`src/design/masked_alu_defines.svh`:
```
`ifndef MASKED_ALU_DEFINES_SVH
`define MASKED_ALU_DEFINES_SVH

// Datapath width of every share
`define MASK_XLEN 32

// Kogge-Stone passes, log2 of the width
`define MASK_PREFIX_STAGES 5

// Prefix sequence counter limits
`define MASK_SEQ_FIRST 1
`define MASK_SEQ_DONE  6 // Sum is ready when the counter reaches this

// LFSR value after reset
`define MASK_PRNG_SEED 32'h6789ABCD

`endif

```
`src/design/mask_ops_pkg.sv`:
```
package mask_ops_pkg;

  // Operation select of the masked ALU
  typedef enum logic [3:0] {
    b_not    = 4'd0,
    b_and    = 4'd1,
    b_ior    = 4'd2,
    b_xor    = 4'd3,
    b_add    = 4'd4,
    b_sub    = 4'd5,
    b2a      = 4'd6,  // Boolean to arithmetic shares
    a2b      = 4'd7,  // Arithmetic to boolean shares
    b_mask   = 4'd8,
    b_unmask = 4'd9,
    b_remask = 4'd10,
    a_mask   = 4'd11,
    a_unmask = 4'd12,
    a_remask = 4'd13
  } alu_op_e;

  // Which unit carries the operation
  typedef enum logic [1:0] {
    cls_logic  = 2'd0, // Single pass through the logic unit
    cls_arith  = 2'd1, // Logic pass then prefix passes
    cls_remask = 2'd2  // Mask, unmask and remask
  } op_class_e;

endpackage

```
`src/design/mask_data_pkg.sv`:
```
`include "masked_alu_defines.svh"

package mask_data_pkg;

  // One share of a masked word
  typedef logic [`MASK_XLEN-1:0] share_t;

  // Counts prefix passes up to the done value
  typedef logic [$clog2(`MASK_SEQ_DONE+1)-1:0] seq_cnt_t;

endpackage

```
`src/design/alu_sequencer.sv`:
```
`timescale 1ns/100ps
`include "masked_alu_defines.svh"

module alu_sequencer import mask_ops_pkg::*, mask_data_pkg::*; (
  input  logic      g_clk,
  input  logic      g_resetn,
  input  logic      i_valid,
  input  logic      i_flush,
  input  alu_op_e   i_op,
  input  logic      i_logic_done,
  input  logic      i_sum_done,
  input  logic      i_mask_done,
  output logic      o_logic_ena,
  output logic      o_arith_ena,
  output op_class_e o_class,
  output logic      o_sub,
  output share_t    o_prng,
  output share_t    o_prng_next,
  output logic      o_ready
);

  typedef enum logic [1:0] {
    st_idle,
    st_logic, // Logic result registered
    st_arith  // Prefix passes running
  } ctl_state_e;

  ctl_state_e state_q;
  logic       go;
  logic       do_logic;
  logic       do_arith;
  logic       do_pg;
  logic       prng_lsb;

  always_comb begin
    case (i_op)
      b_not, b_and, b_ior, b_xor: o_class = cls_logic;
      b_add, b_sub, b2a, a2b:     o_class = cls_arith;
      default:                    o_class = cls_remask;
    endcase
  end

  assign o_sub    = (i_op == b_sub) || (i_op == a2b); // a2b is a0 - a1
  assign go       = i_valid && !i_flush;
  assign do_logic = go && (o_class == cls_logic);
  assign do_arith = go && (o_class == cls_arith);
  assign do_pg    = do_logic || do_arith; // Both start with a logic pass

  always_ff @(posedge g_clk) begin
    if (!g_resetn || i_flush) begin
      state_q <= st_idle;
    end else begin
      case (state_q)
        st_idle:  if (do_pg) state_q <= i_logic_done ? (do_arith ? st_arith : st_idle) : st_logic;
        st_logic: state_q <= do_arith ? st_arith : st_idle;
        st_arith: state_q <= i_sum_done ? st_idle : st_arith;
        default:  state_q <= st_idle;
      endcase
    end
  end

  assign o_logic_ena = do_pg && (state_q == st_idle);
  assign o_arith_ena = do_arith && ((i_logic_done && state_q == st_idle) || state_q != st_idle);

  assign o_ready = !i_flush && ((do_logic && i_logic_done) || i_sum_done || i_mask_done);

  // Fresh masks, stepped once per finished operation
  assign prng_lsb    = o_prng[31] ~^ o_prng[21] ~^ o_prng[1] ~^ o_prng[0];
  assign o_prng_next = {o_prng[`MASK_XLEN-2:0], prng_lsb};

  always_ff @(posedge g_clk) begin
    if (!g_resetn) begin
      o_prng <= `MASK_PRNG_SEED;
    end else if (o_ready) begin
      o_prng <= o_prng_next;
    end
  end

  // Prefix passes only ever continue a logic pass or an earlier prefix pass
  a_arith_follows_pass : assert property (@(posedge g_clk) disable iff (!g_resetn)
    o_arith_ena |-> $past(o_logic_ena || o_arith_ena));

  a_single_logic_start : assert property (@(posedge g_clk) disable iff (!g_resetn)
    o_logic_ena |=> !o_logic_ena);

endmodule

```
`src/design/masked_logic.sv`:
```
`timescale 1ns/100ps

module masked_logic import mask_data_pkg::*; (
  input  logic   g_clk,
  input  logic   g_resetn,
  input  logic   i_ena,
  input  share_t i_gs,
  input  share_t i_a0,
  input  share_t i_a1,
  input  share_t i_b0,
  input  share_t i_b1,
  output share_t o_xor0,
  output share_t o_xor1,
  output share_t o_and0,
  output share_t o_and1,
  output share_t o_gs_fwd,
  output logic   o_done
);

  share_t t0_q;
  share_t t1_q;
  share_t t2_q;
  share_t t3_q;

  // Each AND term sees only one share of a, mask added to domain 0 terms
  always_ff @(posedge g_clk) begin
    if (!g_resetn) begin
      o_xor0 <= '0;
      o_xor1 <= '0;
      t0_q   <= '0;
      t1_q   <= '0;
      t2_q   <= '0;
      t3_q   <= '0;
    end else if (i_ena) begin
      o_xor0 <= i_a0 ^ i_b0;      // Propagate shares
      o_xor1 <= i_a1 ^ i_b1;
      t0_q   <= i_gs ^ (i_a0 & i_b0);
      t1_q   <= i_gs ^ (i_a0 & i_b1);
      t2_q   <= i_a1 & i_b0;
      t3_q   <= i_a1 & i_b1;
    end
  end

  // Generate shares recombined after the register
  assign o_and0 = t0_q ^ t2_q;
  assign o_and1 = t1_q ^ t3_q;

  assign o_gs_fwd = i_a1; // Next stage reuses share a1 as its mask

  always_ff @(posedge g_clk) begin
    if (!g_resetn) o_done <= 1'b0;
    else           o_done <= i_ena;
  end

endmodule

```
`src/design/prefix_stage.sv`:
```
`timescale 1ns/100ps
`include "masked_alu_defines.svh"

module prefix_stage import mask_data_pkg::*; (
  input  logic     g_clk,
  input  logic     g_resetn,
  input  logic     i_ena,
  input  logic     i_sub,
  input  seq_cnt_t i_seq,
  input  share_t   i_gs,
  input  share_t   i_pk0,
  input  share_t   i_pk1,
  input  share_t   i_gk0,
  input  share_t   i_gk1,
  output share_t   o_pk0,
  output share_t   o_pk1,
  output share_t   o_gk0,
  output share_t   o_gk1,
  output share_t   o_gs_fwd
);

  typedef logic [`MASK_PREFIX_STAGES-1:0] shamt_t;

  logic   seq_live;
  logic   last_pass;
  shamt_t shamt;
  share_t cin;
  share_t pj0;
  share_t pj1;
  share_t gj0;
  share_t gj1;
  share_t tg0_q, tg1_q, tg2_q, tg3_q;
  share_t tp0_q, tp1_q, tp2_q, tp3_q;

  assign seq_live  = (i_seq >= seq_cnt_t'(`MASK_SEQ_FIRST)) &&
                     (i_seq <= seq_cnt_t'(`MASK_PREFIX_STAGES));
  assign last_pass = (i_seq == seq_cnt_t'(`MASK_PREFIX_STAGES));

  // Distance 1, 2, 4, 8, 16 for passes 1 to 5
  assign shamt = seq_live ? shamt_t'(1) << (i_seq - seq_cnt_t'(1)) : '0;

  // Subtract carry enters just below the shifted-in span
  assign cin = seq_live ? share_t'(i_sub) << (shamt - shamt_t'(1)) : '0;

  always_comb begin
    gj0 = '0;
    gj1 = '0;
    pj0 = '0;
    pj1 = '0;
    if (seq_live) begin
      gj0 = i_gk0 << shamt;
      gj1 = (i_gk1 << shamt) | cin;
      if (!last_pass) begin // Propagate no longer needed after the last pass
        pj0 = i_pk0 << shamt;
        pj1 = i_pk1 << shamt;
      end
    end
  end

  always_ff @(posedge g_clk) begin
    if (!g_resetn) begin
      tg0_q <= '0;
      tg1_q <= '0;
      tg2_q <= '0;
      tg3_q <= '0;
      tp0_q <= '0;
      tp1_q <= '0;
      tp2_q <= '0;
      tp3_q <= '0;
    end else if (i_ena) begin
      tg0_q <= i_gk0 ^ (gj0 & i_pk0); // G = Gk ^ (Gj & Pk)
      tg1_q <= i_gk1 ^ (gj1 & i_pk0);
      tg2_q <= gj0 & i_pk1;
      tg3_q <= gj1 & i_pk1;
      tp0_q <= i_gs ^ (i_pk0 & pj0);  // P = Pk & Pj, remasked
      tp1_q <= i_gs ^ (i_pk0 & pj1);
      tp2_q <= i_pk1 & pj0;
      tp3_q <= i_pk1 & pj1;
    end
  end

  assign o_gk0 = tg0_q ^ tg2_q;
  assign o_gk1 = tg1_q ^ tg3_q;
  assign o_pk0 = tp0_q ^ tp2_q;
  assign o_pk1 = tp1_q ^ tp3_q;

  assign o_gs_fwd = i_pk0; // Mask for the following pass

endmodule

```
`src/design/masked_addsub.sv`:
```
`timescale 1ns/100ps
`include "masked_alu_defines.svh"

module masked_addsub import mask_data_pkg::*; (
  input  logic   g_clk,
  input  logic   g_resetn,
  input  logic   i_flush,
  input  logic   i_ena,
  input  logic   i_sub,
  input  share_t i_gs,
  input  share_t i_xor0,
  input  share_t i_xor1,
  input  share_t i_and0,
  input  share_t i_and1,
  output share_t o_s0,
  output share_t o_s1,
  output logic   o_done
);

  seq_cnt_t seq_cnt_q;
  logic     first_pass;
  share_t   gs_in, gs_fb;
  share_t   p0_in, p1_in, g0_in, g1_in;
  share_t   p0, p1, g0, g1;

  always_ff @(posedge g_clk) begin
    if (!g_resetn || i_flush) seq_cnt_q <= seq_cnt_t'(`MASK_SEQ_FIRST);
    else if (o_done)          seq_cnt_q <= seq_cnt_t'(`MASK_SEQ_FIRST);
    else if (i_ena)           seq_cnt_q <= seq_cnt_q + seq_cnt_t'(1);
  end

  assign first_pass = i_ena && (seq_cnt_q == seq_cnt_t'(`MASK_SEQ_FIRST));

  // Logic unit results on pass 1, stage feedback afterwards
  assign gs_in = first_pass ? i_gs   : gs_fb;
  assign p0_in = first_pass ? i_xor0 : p0;
  assign p1_in = first_pass ? i_xor1 : p1;
  assign g0_in = first_pass ? i_and0 : g0;
  assign g1_in = first_pass ? i_and1 : g1;

  prefix_stage prefix_stage_i (
    .g_clk    (g_clk),
    .g_resetn (g_resetn),
    .i_ena    (i_ena),
    .i_sub    (i_sub),
    .i_seq    (seq_cnt_q),
    .i_gs     (gs_in),
    .i_pk0    (p0_in),
    .i_pk1    (p1_in),
    .i_gk0    (g0_in),
    .i_gk1    (g1_in),
    .o_pk0    (p0),
    .o_pk1    (p1),
    .o_gk0    (g0),
    .o_gk1    (g1),
    .o_gs_fwd (gs_fb)
  );

  // Sum = P ^ (carries shifted up), carry-in on share 1
  assign o_s0 = i_xor0 ^ {g0[`MASK_XLEN-2:0], 1'b0};
  assign o_s1 = i_xor1 ^ {g1[`MASK_XLEN-2:0], i_sub};

  assign o_done = (seq_cnt_q == seq_cnt_t'(`MASK_SEQ_DONE));

  // Once started, the prefix passes run back to back until done
  a_passes_back_to_back : assert property (@(posedge g_clk) disable iff (!g_resetn)
    (seq_cnt_q != seq_cnt_t'(`MASK_SEQ_FIRST) && !o_done && !i_flush) |-> i_ena);

endmodule

```
`src/design/mask_convert.sv`:
```
`timescale 1ns/100ps

module mask_convert import mask_ops_pkg::*, mask_data_pkg::*; (
  input  logic      g_clk,
  input  logic      g_resetn,
  input  op_class_e i_class,
  input  logic      i_valid,
  input  logic      i_flush,
  input  alu_op_e   i_op,
  input  share_t    i_rs1_s0,
  input  share_t    i_rs1_s1,
  input  share_t    i_prng,
  output share_t    o_s0,
  output share_t    o_s1,
  output logic      o_done
);

  logic   active;
  logic   op_mask;
  logic   op_unmask;
  logic   op_remask;
  logic   bool_form;
  logic   mask_done_q;
  share_t m_a0_q;
  share_t xm_a0;

  assign active    = i_valid && !i_flush && (i_class == cls_remask);
  assign op_mask   = active && (i_op == b_mask   || i_op == a_mask);
  assign op_unmask = active && (i_op == b_unmask || i_op == a_unmask);
  assign op_remask = active && (i_op == b_remask || i_op == a_remask);
  assign bool_form = (i_op == b_mask) || (i_op == b_unmask) || (i_op == b_remask);

  // Share 0 with the fresh mask folded in, held for the output cycle
  always_ff @(posedge g_clk) begin
    if (op_mask || op_remask) begin
      m_a0_q <= bool_form ? (i_rs1_s0 ^ i_prng) : (i_rs1_s0 + i_prng);
    end
  end

  assign xm_a0 = op_unmask ? i_rs1_s0 : m_a0_q;

  // Removing share 1 leaves the value under the new mask only
  always_comb begin
    if (op_mask)        o_s0 = m_a0_q;
    else if (bool_form) o_s0 = xm_a0 ^ i_rs1_s1;
    else                o_s0 = xm_a0 - i_rs1_s1;
  end

  assign o_s1 = (op_mask || op_remask) ? i_prng : '0; // Unmask gives zero share 1

  always_ff @(posedge g_clk) begin
    if (!g_resetn)                                  mask_done_q <= 1'b0;
    else if ((op_mask || op_remask) && !mask_done_q) mask_done_q <= 1'b1;
    else                                            mask_done_q <= 1'b0;
  end

  assign o_done = op_unmask || mask_done_q;

endmodule

```
`src/design/masked_alu.sv`:
```
`timescale 1ns/100ps

module masked_alu import mask_ops_pkg::*, mask_data_pkg::*; (
  input  logic    g_clk,
  input  logic    g_resetn,
  input  logic    i_valid,
  input  logic    i_flush,
  input  alu_op_e i_op,
  input  share_t  i_rs1_s0,
  input  share_t  i_rs1_s1,
  input  share_t  i_rs2_s0,
  input  share_t  i_rs2_s1,
  output logic    o_ready,
  output share_t  o_rd_s0,
  output share_t  o_rd_s1
);

  logic      do_not, do_ior, do_sub, do_b2a, do_a2b;
  logic      logic_ena, arith_ena, sub;
  logic      logic_done, sum_done, mask_done;
  op_class_e op_class;
  share_t    prng, prng_next;
  share_t    s_a1, s_b1, n_b0, n_b1;
  share_t    op_a1, op_b0, op_b1;
  share_t    xor0, xor1, and0, and1, gs_fwd;
  share_t    sum0, sum1, msk0, msk1;

  assign do_not = (i_op == b_not);
  assign do_ior = (i_op == b_ior);
  assign do_sub = (i_op == b_sub);
  assign do_b2a = (i_op == b2a);
  assign do_a2b = (i_op == a2b);

  // OR by De Morgan, subtract by complemented b, inverted via share 1
  assign s_a1 = do_ior ? ~i_rs1_s1 : i_rs1_s1;
  assign s_b1 = (do_ior || do_sub) ? ~i_rs2_s1 : i_rs2_s1;
  assign n_b0 = do_not ? '0 : i_rs2_s0; // NOT is XOR with zero b
  assign n_b1 = do_not ? '0 : s_b1;

  // b2a adds the fresh mask as b, a2b subtracts share 1 from share 0
  assign op_a1 = do_b2a ? i_rs1_s1 : (do_a2b ? '0 : s_a1);
  assign op_b0 = do_b2a ? prng : (do_a2b ? ~i_rs1_s1 : n_b0);
  assign op_b1 = (do_b2a || do_a2b) ? '0 : n_b1;

  alu_sequencer alu_sequencer_i (
    .g_clk(g_clk), .g_resetn(g_resetn),
    .i_valid(i_valid), .i_flush(i_flush), .i_op(i_op),
    .i_logic_done(logic_done), .i_sum_done(sum_done), .i_mask_done(mask_done),
    .o_logic_ena(logic_ena), .o_arith_ena(arith_ena),
    .o_class(op_class), .o_sub(sub),
    .o_prng(prng), .o_prng_next(prng_next), .o_ready(o_ready)
  );

  masked_logic masked_logic_i (
    .g_clk(g_clk), .g_resetn(g_resetn), .i_ena(logic_ena), .i_gs(prng_next),
    .i_a0(i_rs1_s0), .i_a1(op_a1), .i_b0(op_b0), .i_b1(op_b1),
    .o_xor0(xor0), .o_xor1(xor1), .o_and0(and0), .o_and1(and1),
    .o_gs_fwd(gs_fwd), .o_done(logic_done)
  );

  masked_addsub masked_addsub_i (
    .g_clk(g_clk), .g_resetn(g_resetn), .i_flush(i_flush),
    .i_ena(arith_ena), .i_sub(sub), .i_gs(gs_fwd),
    .i_xor0(xor0), .i_xor1(xor1), .i_and0(and0), .i_and1(and1),
    .o_s0(sum0), .o_s1(sum1), .o_done(sum_done)
  );

  mask_convert mask_convert_i (
    .g_clk(g_clk), .g_resetn(g_resetn), .i_class(op_class),
    .i_valid(i_valid), .i_flush(i_flush), .i_op(i_op),
    .i_rs1_s0(i_rs1_s0), .i_rs1_s1(i_rs1_s1), .i_prng(prng),
    .o_s0(msk0), .o_s1(msk1), .o_done(mask_done)
  );

  // Result gather, valid only while o_ready is high
  always_comb begin
    case (i_op)
      b_not: begin
        o_rd_s0 = xor0;
        o_rd_s1 = ~xor1;
      end
      b_xor: begin
        o_rd_s0 = xor0;
        o_rd_s1 = xor1;
      end
      b_and: begin
        o_rd_s0 = and0;
        o_rd_s1 = and1;
      end
      b_ior: begin
        o_rd_s0 = and0;
        o_rd_s1 = ~and1; // Undo the De Morgan inversion
      end
      b_add, b_sub, a2b: begin
        o_rd_s0 = sum0;
        o_rd_s1 = sum1;
      end
      b2a: begin
        o_rd_s0 = sum0 ^ sum1; // x + mask, with the mask as share 1
        o_rd_s1 = prng;
      end
      default: begin
        o_rd_s0 = msk0;
        o_rd_s1 = msk1;
      end
    endcase
  end

endmodule

```
`config.mk`:
```
export PLATFORM = sky130hd
export DESIGN_NAME = masked_alu
export DESIGN_NICKNAME = d
export VERILOG_FILES = /design/src/design/mask_ops_pkg.sv /design/src/design/mask_data_pkg.sv /design/src/design/alu_sequencer.sv /design/src/design/masked_logic.sv /design/src/design/prefix_stage.sv /design/src/design/masked_addsub.sv /design/src/design/mask_convert.sv /design/src/design/masked_alu.sv
export VERILOG_INCLUDE_DIRS = /design/src /design/src/design
export SDC_FILE = /design/constraint.sdc
export NUM_CORES = 2
export LEC_CHECK = 0
export BUFFER_PORTS_ARGS = -buffer_cell sky130_fd_sc_hd__buf_2
export CORE_AREA = 2 2 310 465
export DETAILED_ROUTE_END_ITERATION = 8
export DIE_AREA = 0 0 312 467
export PLACE_DENSITY_LB_ADDON = 0.08
export SYNTH_ARGS = -nofsm -noshare
export SYNTH_HDL_FRONTEND = slang
export SYNTH_HIERARCHICAL = 1
export SYNTH_SLANG_ARGS = --single-unit
```
`constraint.sdc`:
```
create_clock -name g_clk -period 4.3 [get_ports g_clk]
set_input_delay 0 -clock g_clk [delete_from_list [all_inputs] [get_ports g_clk]]
set_output_delay 0 -clock g_clk [all_outputs]
set_load 0.005 [all_outputs]
```
# After elaboration in Yosys (flattened, before gate mapping)
# Memories as Yosys holds them, arrays and structs flattened.
# Index checks and enable logic that the tools add are counted.
op_classes:
  n_reduce_logical: 41
  muxes: 36
  n_shift: 6
  n_bitwise: 39
  magnitude_cmp: 2
  n_eq_ne: 21
  addsub: 5
ops:
  columns: ["operator", "count"]
  rows:
  - ["two-way mux 32 bit", 26]
  - ["bitwise XOR 32 bit", 19]
  - ["bitwise AND 32 bit", 12]
  - ["one-hot mux 32 bit (6 select lines)", 1]
  - ["inverter 32 bit", 4]
  - ["one-hot mux 32 bit (4 select lines)", 1]
  - ["<< shifter 32 x 5 -> 32 bit", 4]
  - ["adder 32 bit", 1]
  - ["bitwise OR 32 bit", 1]
  - ["<< shifter 1 x 5 -> 32 bit", 1]
  - ["subtractor 32 bit", 1]
  - ["equality test 4 bit (second input constant)", 6]
  - ["equality test 4 x 3 -> 1 bit (second input constant)", 4]
  - ["logical AND 1 bit", 15]
  - ["logical OR 1 bit", 15]
  - ["two-way mux 2 bit", 5]
  - ["equality test 4 x 2 -> 1 bit (second input constant)", 2]
  - ["equality test 3 bit (second input constant)", 2]
  - ["one-hot mux 2 bit (3 select lines)", 1]
  - ["OR reduction 2 bit", 3]
  - ["two-way mux 5 bit", 1]
  - ["<< shifter 1 x 3 -> 5 bit (first input constant)", 1]
  - ["subtractor 5 x 1 -> 5 bit (second input constant)", 1]
  - ["equality test 2 x 1 -> 1 bit (second input constant)", 2]
  - ["15 further kinds", 21]
word_totals:
  register_bits: 519
  output_inout_bits: 65
  romBits: 8
  n_memories: 1
  elab_cells: 171
mem_list:
  columns: ["name", "depth", "width", "rd", "rd_clocked_by_memory_dff", "write_ports", "line", "rtl"]
  rows:
  - ["(name not given)", 8, 1, 1, 0, 0, "alu_sequencer.sv:36", "case (i_op)"]

# Longest topological paths before layout
# An unclocked memory read counts as a cell.
logic_depth:
  ltp_word: 12
  depth_mapped: 19
  mapped_depth_nobuf: 17

# Cells and area by module
# Netlist, hierarchy kept.
modules_own_cells:
  columns: ["module", "cells_per_inst", "area_each_um2", "seq_area_each_um2", "instances"]
  rows:
  - ["prefix_stage", 2314, 18056.1, 5124.9, 1]
  - ["masked_logic", 919, 9535.4, 3863.7, 1]
  - ["mask_convert", 752, 5675.4, 980.9, 1]
  - ["masked_alu", 748, 4524.3, 0.0, 1]
  - ["masked_addsub", 260, 2693.8, 60.1, 1]
  - ["alu_sequencer", 181, 1714.1, 680.7, 1]

# Worst setup path before layout
# Ideal clock, no wire load.
synth_path:
  path_kind: "input to output"
  from: "input i_op[3]"
  to: "output o_rd_s0[28]"
  stages: 18
  t_arrival_ps: 3686
  slack_ps: 614
  t_required_ps: 4300
  cell_sequence: "and2b_1 nor2_1 nand4_1 or3_1 clkbuf_1 clkbuf_1 mux2_2 ha_1 buf_2 a2111o_1 a211o_1 a31oi_2 a211o_1 a31oi_1 a31oi_1 xor2_1 o21ai_1 a21o_1"
synth_via:
  elab_chain_len: 9
  elab_cells_between_ends: 31
synth_rtl:
  columns: ["element", "line", "rtl"]
  rows:
  - ["start: declaration", "masked_alu.sv:8", "input alu_op_e i_op,"]
  - ["two-way mux 2 bit", "alu_sequencer.sv:36", null]
  - ["equality test 2 bit", "mask_convert.sv:27", "assign active = i_valid && !i_flush && (i_class == cls_remask);"]
  - ["logical AND 1 bit", "mask_convert.sv:27", null]
  - ["logical AND 1 bit", "mask_convert.sv:29", "assign op_unmask = active && (i_op == b_unmask || i_op == a_unmask);"]
  - ["two-way mux 32 bit", "mask_convert.sv:40", "assign xm_a0 = op_unmask ? i_rs1_s0 : m_a0_q;"]
  - ["subtractor 32 bit / bitwise XOR 32 bit (equally long branches)", "mask_convert.sv:46, mask_convert.sv:45", null]
  - ["two-way mux 32 bit", "mask_convert.sv:45", "else if (bool_form) o_s0 = xm_a0 ^ i_rs1_s1;"]
  - ["two-way mux 32 bit *", "mask_convert.sv:44", "if (op_mask) o_s0 = m_a0_q;"]
  - ["named net msk0[28]", "masked_alu.sv:26", "share_t sum0, sum1, msk0, msk1;"]
  - ["one-hot mux 32 bit (4 select lines) *", "masked_alu.sv:77", "case (i_op)"]
  - ["end: declaration", "masked_alu.sv:14", "output share_t o_rd_s0,"]
# The timed path passes the listed nets; every way through them passes the cells marked *.

# Worst setup path after layout
layout_path:
  from: "register mask_convert_i.m_a0_q[7]"
  to: "output o_rd_s0[28]"
layout_via:
  elab_chain_len: 5
layout_rtl:
  columns: ["element", "line", "rtl"]
  rows:
  - ["start: declaration", "mask_convert.sv:24", "share_t m_a0_q;"]
  - ["start signal: assignment", "mask_convert.sv:36", "m_a0_q <= bool_form ? (i_rs1_s0 ^ i_prng) : (i_rs1_s0 + i_prng);"]
  - ["two-way mux 32 bit", "mask_convert.sv:40", null]
  - ["subtractor 32 bit", "mask_convert.sv:46", "else o_s0 = xm_a0 - i_rs1_s1;"]
  - ["two-way mux 32 bit", "mask_convert.sv:45", null]
  - ["two-way mux 32 bit", "mask_convert.sv:44", null]
  - ["named net msk0[28]", "masked_alu.sv:26", null]
  - ["one-hot mux 32 bit (4 select lines)", "masked_alu.sv:77", null]
# The timed path passes the listed nets, and every way through them passes these cells.

==> summary.md <==
| Metric | Value |
|---|---|
| CTS clk-pin slew, worst paths | `0.07 ns` |
| Mean number of vias per cell | `5.49` |
| M3 GR Usage | `2.04%` |
| Status | `finished, final reports clean` |
| H-tree depth | `2` |
| IO Port Bufs | `200` |
| Hold EP | `masked_logic_i/t3_q[0]` |
| DR iter-0 viols | `3199` |
| Worst hold path class | `in2reg` |
| Tcrit/Tclk final | `95.1%` |
| Worst slack at placement | `0.0686 ns` |
| Total of max-cap violations | `0` |
| WL final | `192000 µm` |
| Gr usage total | `25.3%` |
| Startpoint class of the critical path | `register` |
| Clock root cell | `clkbuf_16` |
| Die Wd | `312 µm` |
| GRT busiest layer | `met2` |
| I/O Pins | `201` |
| # clock sinks | `511` |
| First-pass iteration count of the detailed router | `5` |
| Buf/Inv on CP | `1` |
| Data required, critical path | `4.30 ns` |
| Layout overhead on the synthesized area | `15.7%` |
| Worst hold slack | `0.0439 ns` |
| CORE AREA | `141000 µm²` |
| CP most frequent cell | `a31oi_1` |
| P per Cell Area | `268 nW/µm²` |
| Fillers | `15202` |
| Die Ht | `467 µm` |
| Final Hold Fails | `0` |
| Final Cell Area | `48000 µm²` |
| Final Setup Violations | `0` |
| Nets | `5505` |
| Vias in the first global route | `38194` |
| CP max FO | `5` |
| M1 GR Usage | `34.0%` |
| Setup TNS | `0 ns` |
| Wire per inst | `26.7 µm` |
| Slew Viols, Final | `0` |
| Max_slew headroom | `13.2%` |
| Largest net degree at the start of global routing | `188` |
| Worst flop-to-flop path startpoint | `alu_sequencer_i/o_prng[0]` |
| Die area | `146000 µm²` |
| Met2 GRT Util | `42.1%` |
| CTS Buf Count | `59` |
| Max Buffers Root-to-Sink | `3` |
| Initial core utilization | `29.4%` |
| Remaining DRCs | `0` |
| Core Util, Final | `34.0%` |
| Fmax | `0.244 GHz` |
| Reg-to-reg setup timing slack | `0.73 ns` |
| Minimum clock period | `4.09 ns` |
| Syn_nets | `5360` |
| Post-Synthesis Cell Area | `41500 µm²` |
| Post-detail-place hpwl | `140000 µm` |
| CP max stage delay | `0.53 ns` |
| Placed Area | `43800 µm²` |
| Worst path cell trace | `mux2_2 -> ha_1 -> a21oi_1 -> or4b_1 -> a31oi_4 -> a211o_1 -> a31oi_1 -> a31oi_1 -> xor2_1 -> o21ai_1 -> a21o_1 -> buf_2` |
| Vias | `39364` |
| CTS tree | `yes` |
| Final worst setup slack | `0.210 ns` |
| Max stage delay cell, worst path | `or4b_1` |
| Worst-margin pin slew | `1.27 ns` |
| Average cell area after synthesis | `8.16 µm²` |
| Placer Congestion | `0.929` |
| Routed Antenna Nets | `0` |
| Final clock skew | `0.0301 ns` |
| Data arrival, critical path | `4.09 ns` |
| Hold depth | `6` |
| Worst vdd ir | `315 µV` |
| P_leak | `19.7 nW` |
| RSZ-0062 raised after global routing | `no` |
| First-pass GRT wire length | `275000 µm` |
| CP endpoint kind | `output port` |
| Antenna violations before repair | `11` |
| Latest clock arrival within the worst-skew pair | `0.69 ns` |
| HP Start | `i_rs2_s1[0]` |
| Placement row count | `169` |
| Fraction of layout cells with a size suffix above 1 | `12.9%` |
| Total gr overflow | `0` |
| Critical path type | `reg2out` |
| Synthesis warning total | `6` |
| Worst reg2reg path depth | `12` |
| Reg-to-reg critical path endpoint | `mask_convert_i/m_a0_q[28]` |
| Cell count after synthesis | `5092` |
| CP top delay family | `compound AO/OA/AOI/OAI gates` |
==> report_power, final <==
part	total [mW]	leakage (nW)	switching, mW	internal (mW)
sequential	4.99	4.16	0.109	4.88
combinational	2.25	14.5	1.36	0.894
clock	5.66	1.05	2.39	3.27
total	12.9	19.7	3.86	9.04
==> state kept, by name (all words and copies together) (netlist names), 32 cells and up <==
signal / count
masked_logic_i/t1_q: 32
masked_logic_i/o_xor1: 32
masked_logic_i/t2_q: 32
masked_logic_i/t0_q: 32
masked_logic_i/o_xor0: 32
alu_sequencer_i/o_prng: 32
masked_logic_i/t3_q: 32
mask_convert_i/m_a0_q: 32
==> cells in the final DEF (no fill, tap or decap), drive strengths merged, types with 25 or more instances in the layout <==
master and n:
o21ai 434, ha 130, mux2 200, a21bo 32, buf 390, a21boi 36
a211oi 57, a31oi 53, a2111oi 39, dlygate4sd3 209, clkbuf 84, nand2b 76
o2bb2ai 40, edfxtp 32, inv 75, nand3 91, nand4 27, nand3b 179
xor2 398, a21o 80, o211ai 109, xnor2 122, a21oi 343, o21bai 37
nor2 286, mux2i 225, a221o 27, nor2b 136, nor3 96, nand2 387
dfxtp 479, a22oi 25, and2 72
==> what timing repair did <==
action | 4_1_cts | 5_1_grt
hold buffers | 209 | 0
gates resized for setup | 0 | 6
setup buffers | 0 | 0
hold endpoints to repair | 208 | 0
setup endpoints to repair | 0 | 8
==> area by class of cell <==
class	instances	area, µm²	share of cell area, %
antenna	8	20.0	0.0417
clock buffer	84	1810	3.76
clock inverter	25	290	0.604
inverter	76	295	0.615
multi-input combinational	3990	27900	58.1
sequential	511	10600	22.0
tap	1881	2350	4.90
timing repair buffer	599	4810	10.0
==> worst max-delay path by stage <==
stage | endpoint | start | depth (start not counted) | slack, ns
final | o_rd_s0[28] | mask_convert_i/m_a0_q[7] | 12 | 0.21
after global routing | o_rd_s0[28] | mask_convert_i/m_a0_q[0] | 14 | 0.11
after CTS | o_rd_s0[31] | i_op[2] | 19 | 0.08
after detailed placement | o_rd_s0[31] | i_op[2] | 19 | 0.07
after global placement | o_rd_s0[31] | i_op[2] | 19 | 0.03
after floorplan | o_rd_s0[28] | i_op[3] | 18 | 0.61
==> tightest hold or removal path, stage by stage <==
cell     delay, ns
buf_2         0.10
xnor2_1       0.11
nor2_1        0.08
ha_1          0.19
mux2i_1       0.12
nor2b_1       0.05
==> through the flow <==
| step | cells | power (mW) |
|---|---|---|
| finish | 7174 | 12.9 |
| global route | 7167 | 13.4 |
| CTS | 7166 | 13.1 |
| detailed placement | 6848 | 7.17 |
| global placement | 6848 | 7.17 |
| floorplan | 5092 | 6.32 |
==> routing by layer <==
layer / part of all wire, % / vias to the layer above
met1: 45 / 19463
met3: 4.3 / 268
met4: 4.1 / 0
li1: - / 18455
met5: 0 / -
met2: 46 / 1178
No activity file was read; power rests on OpenSTA's default activity.
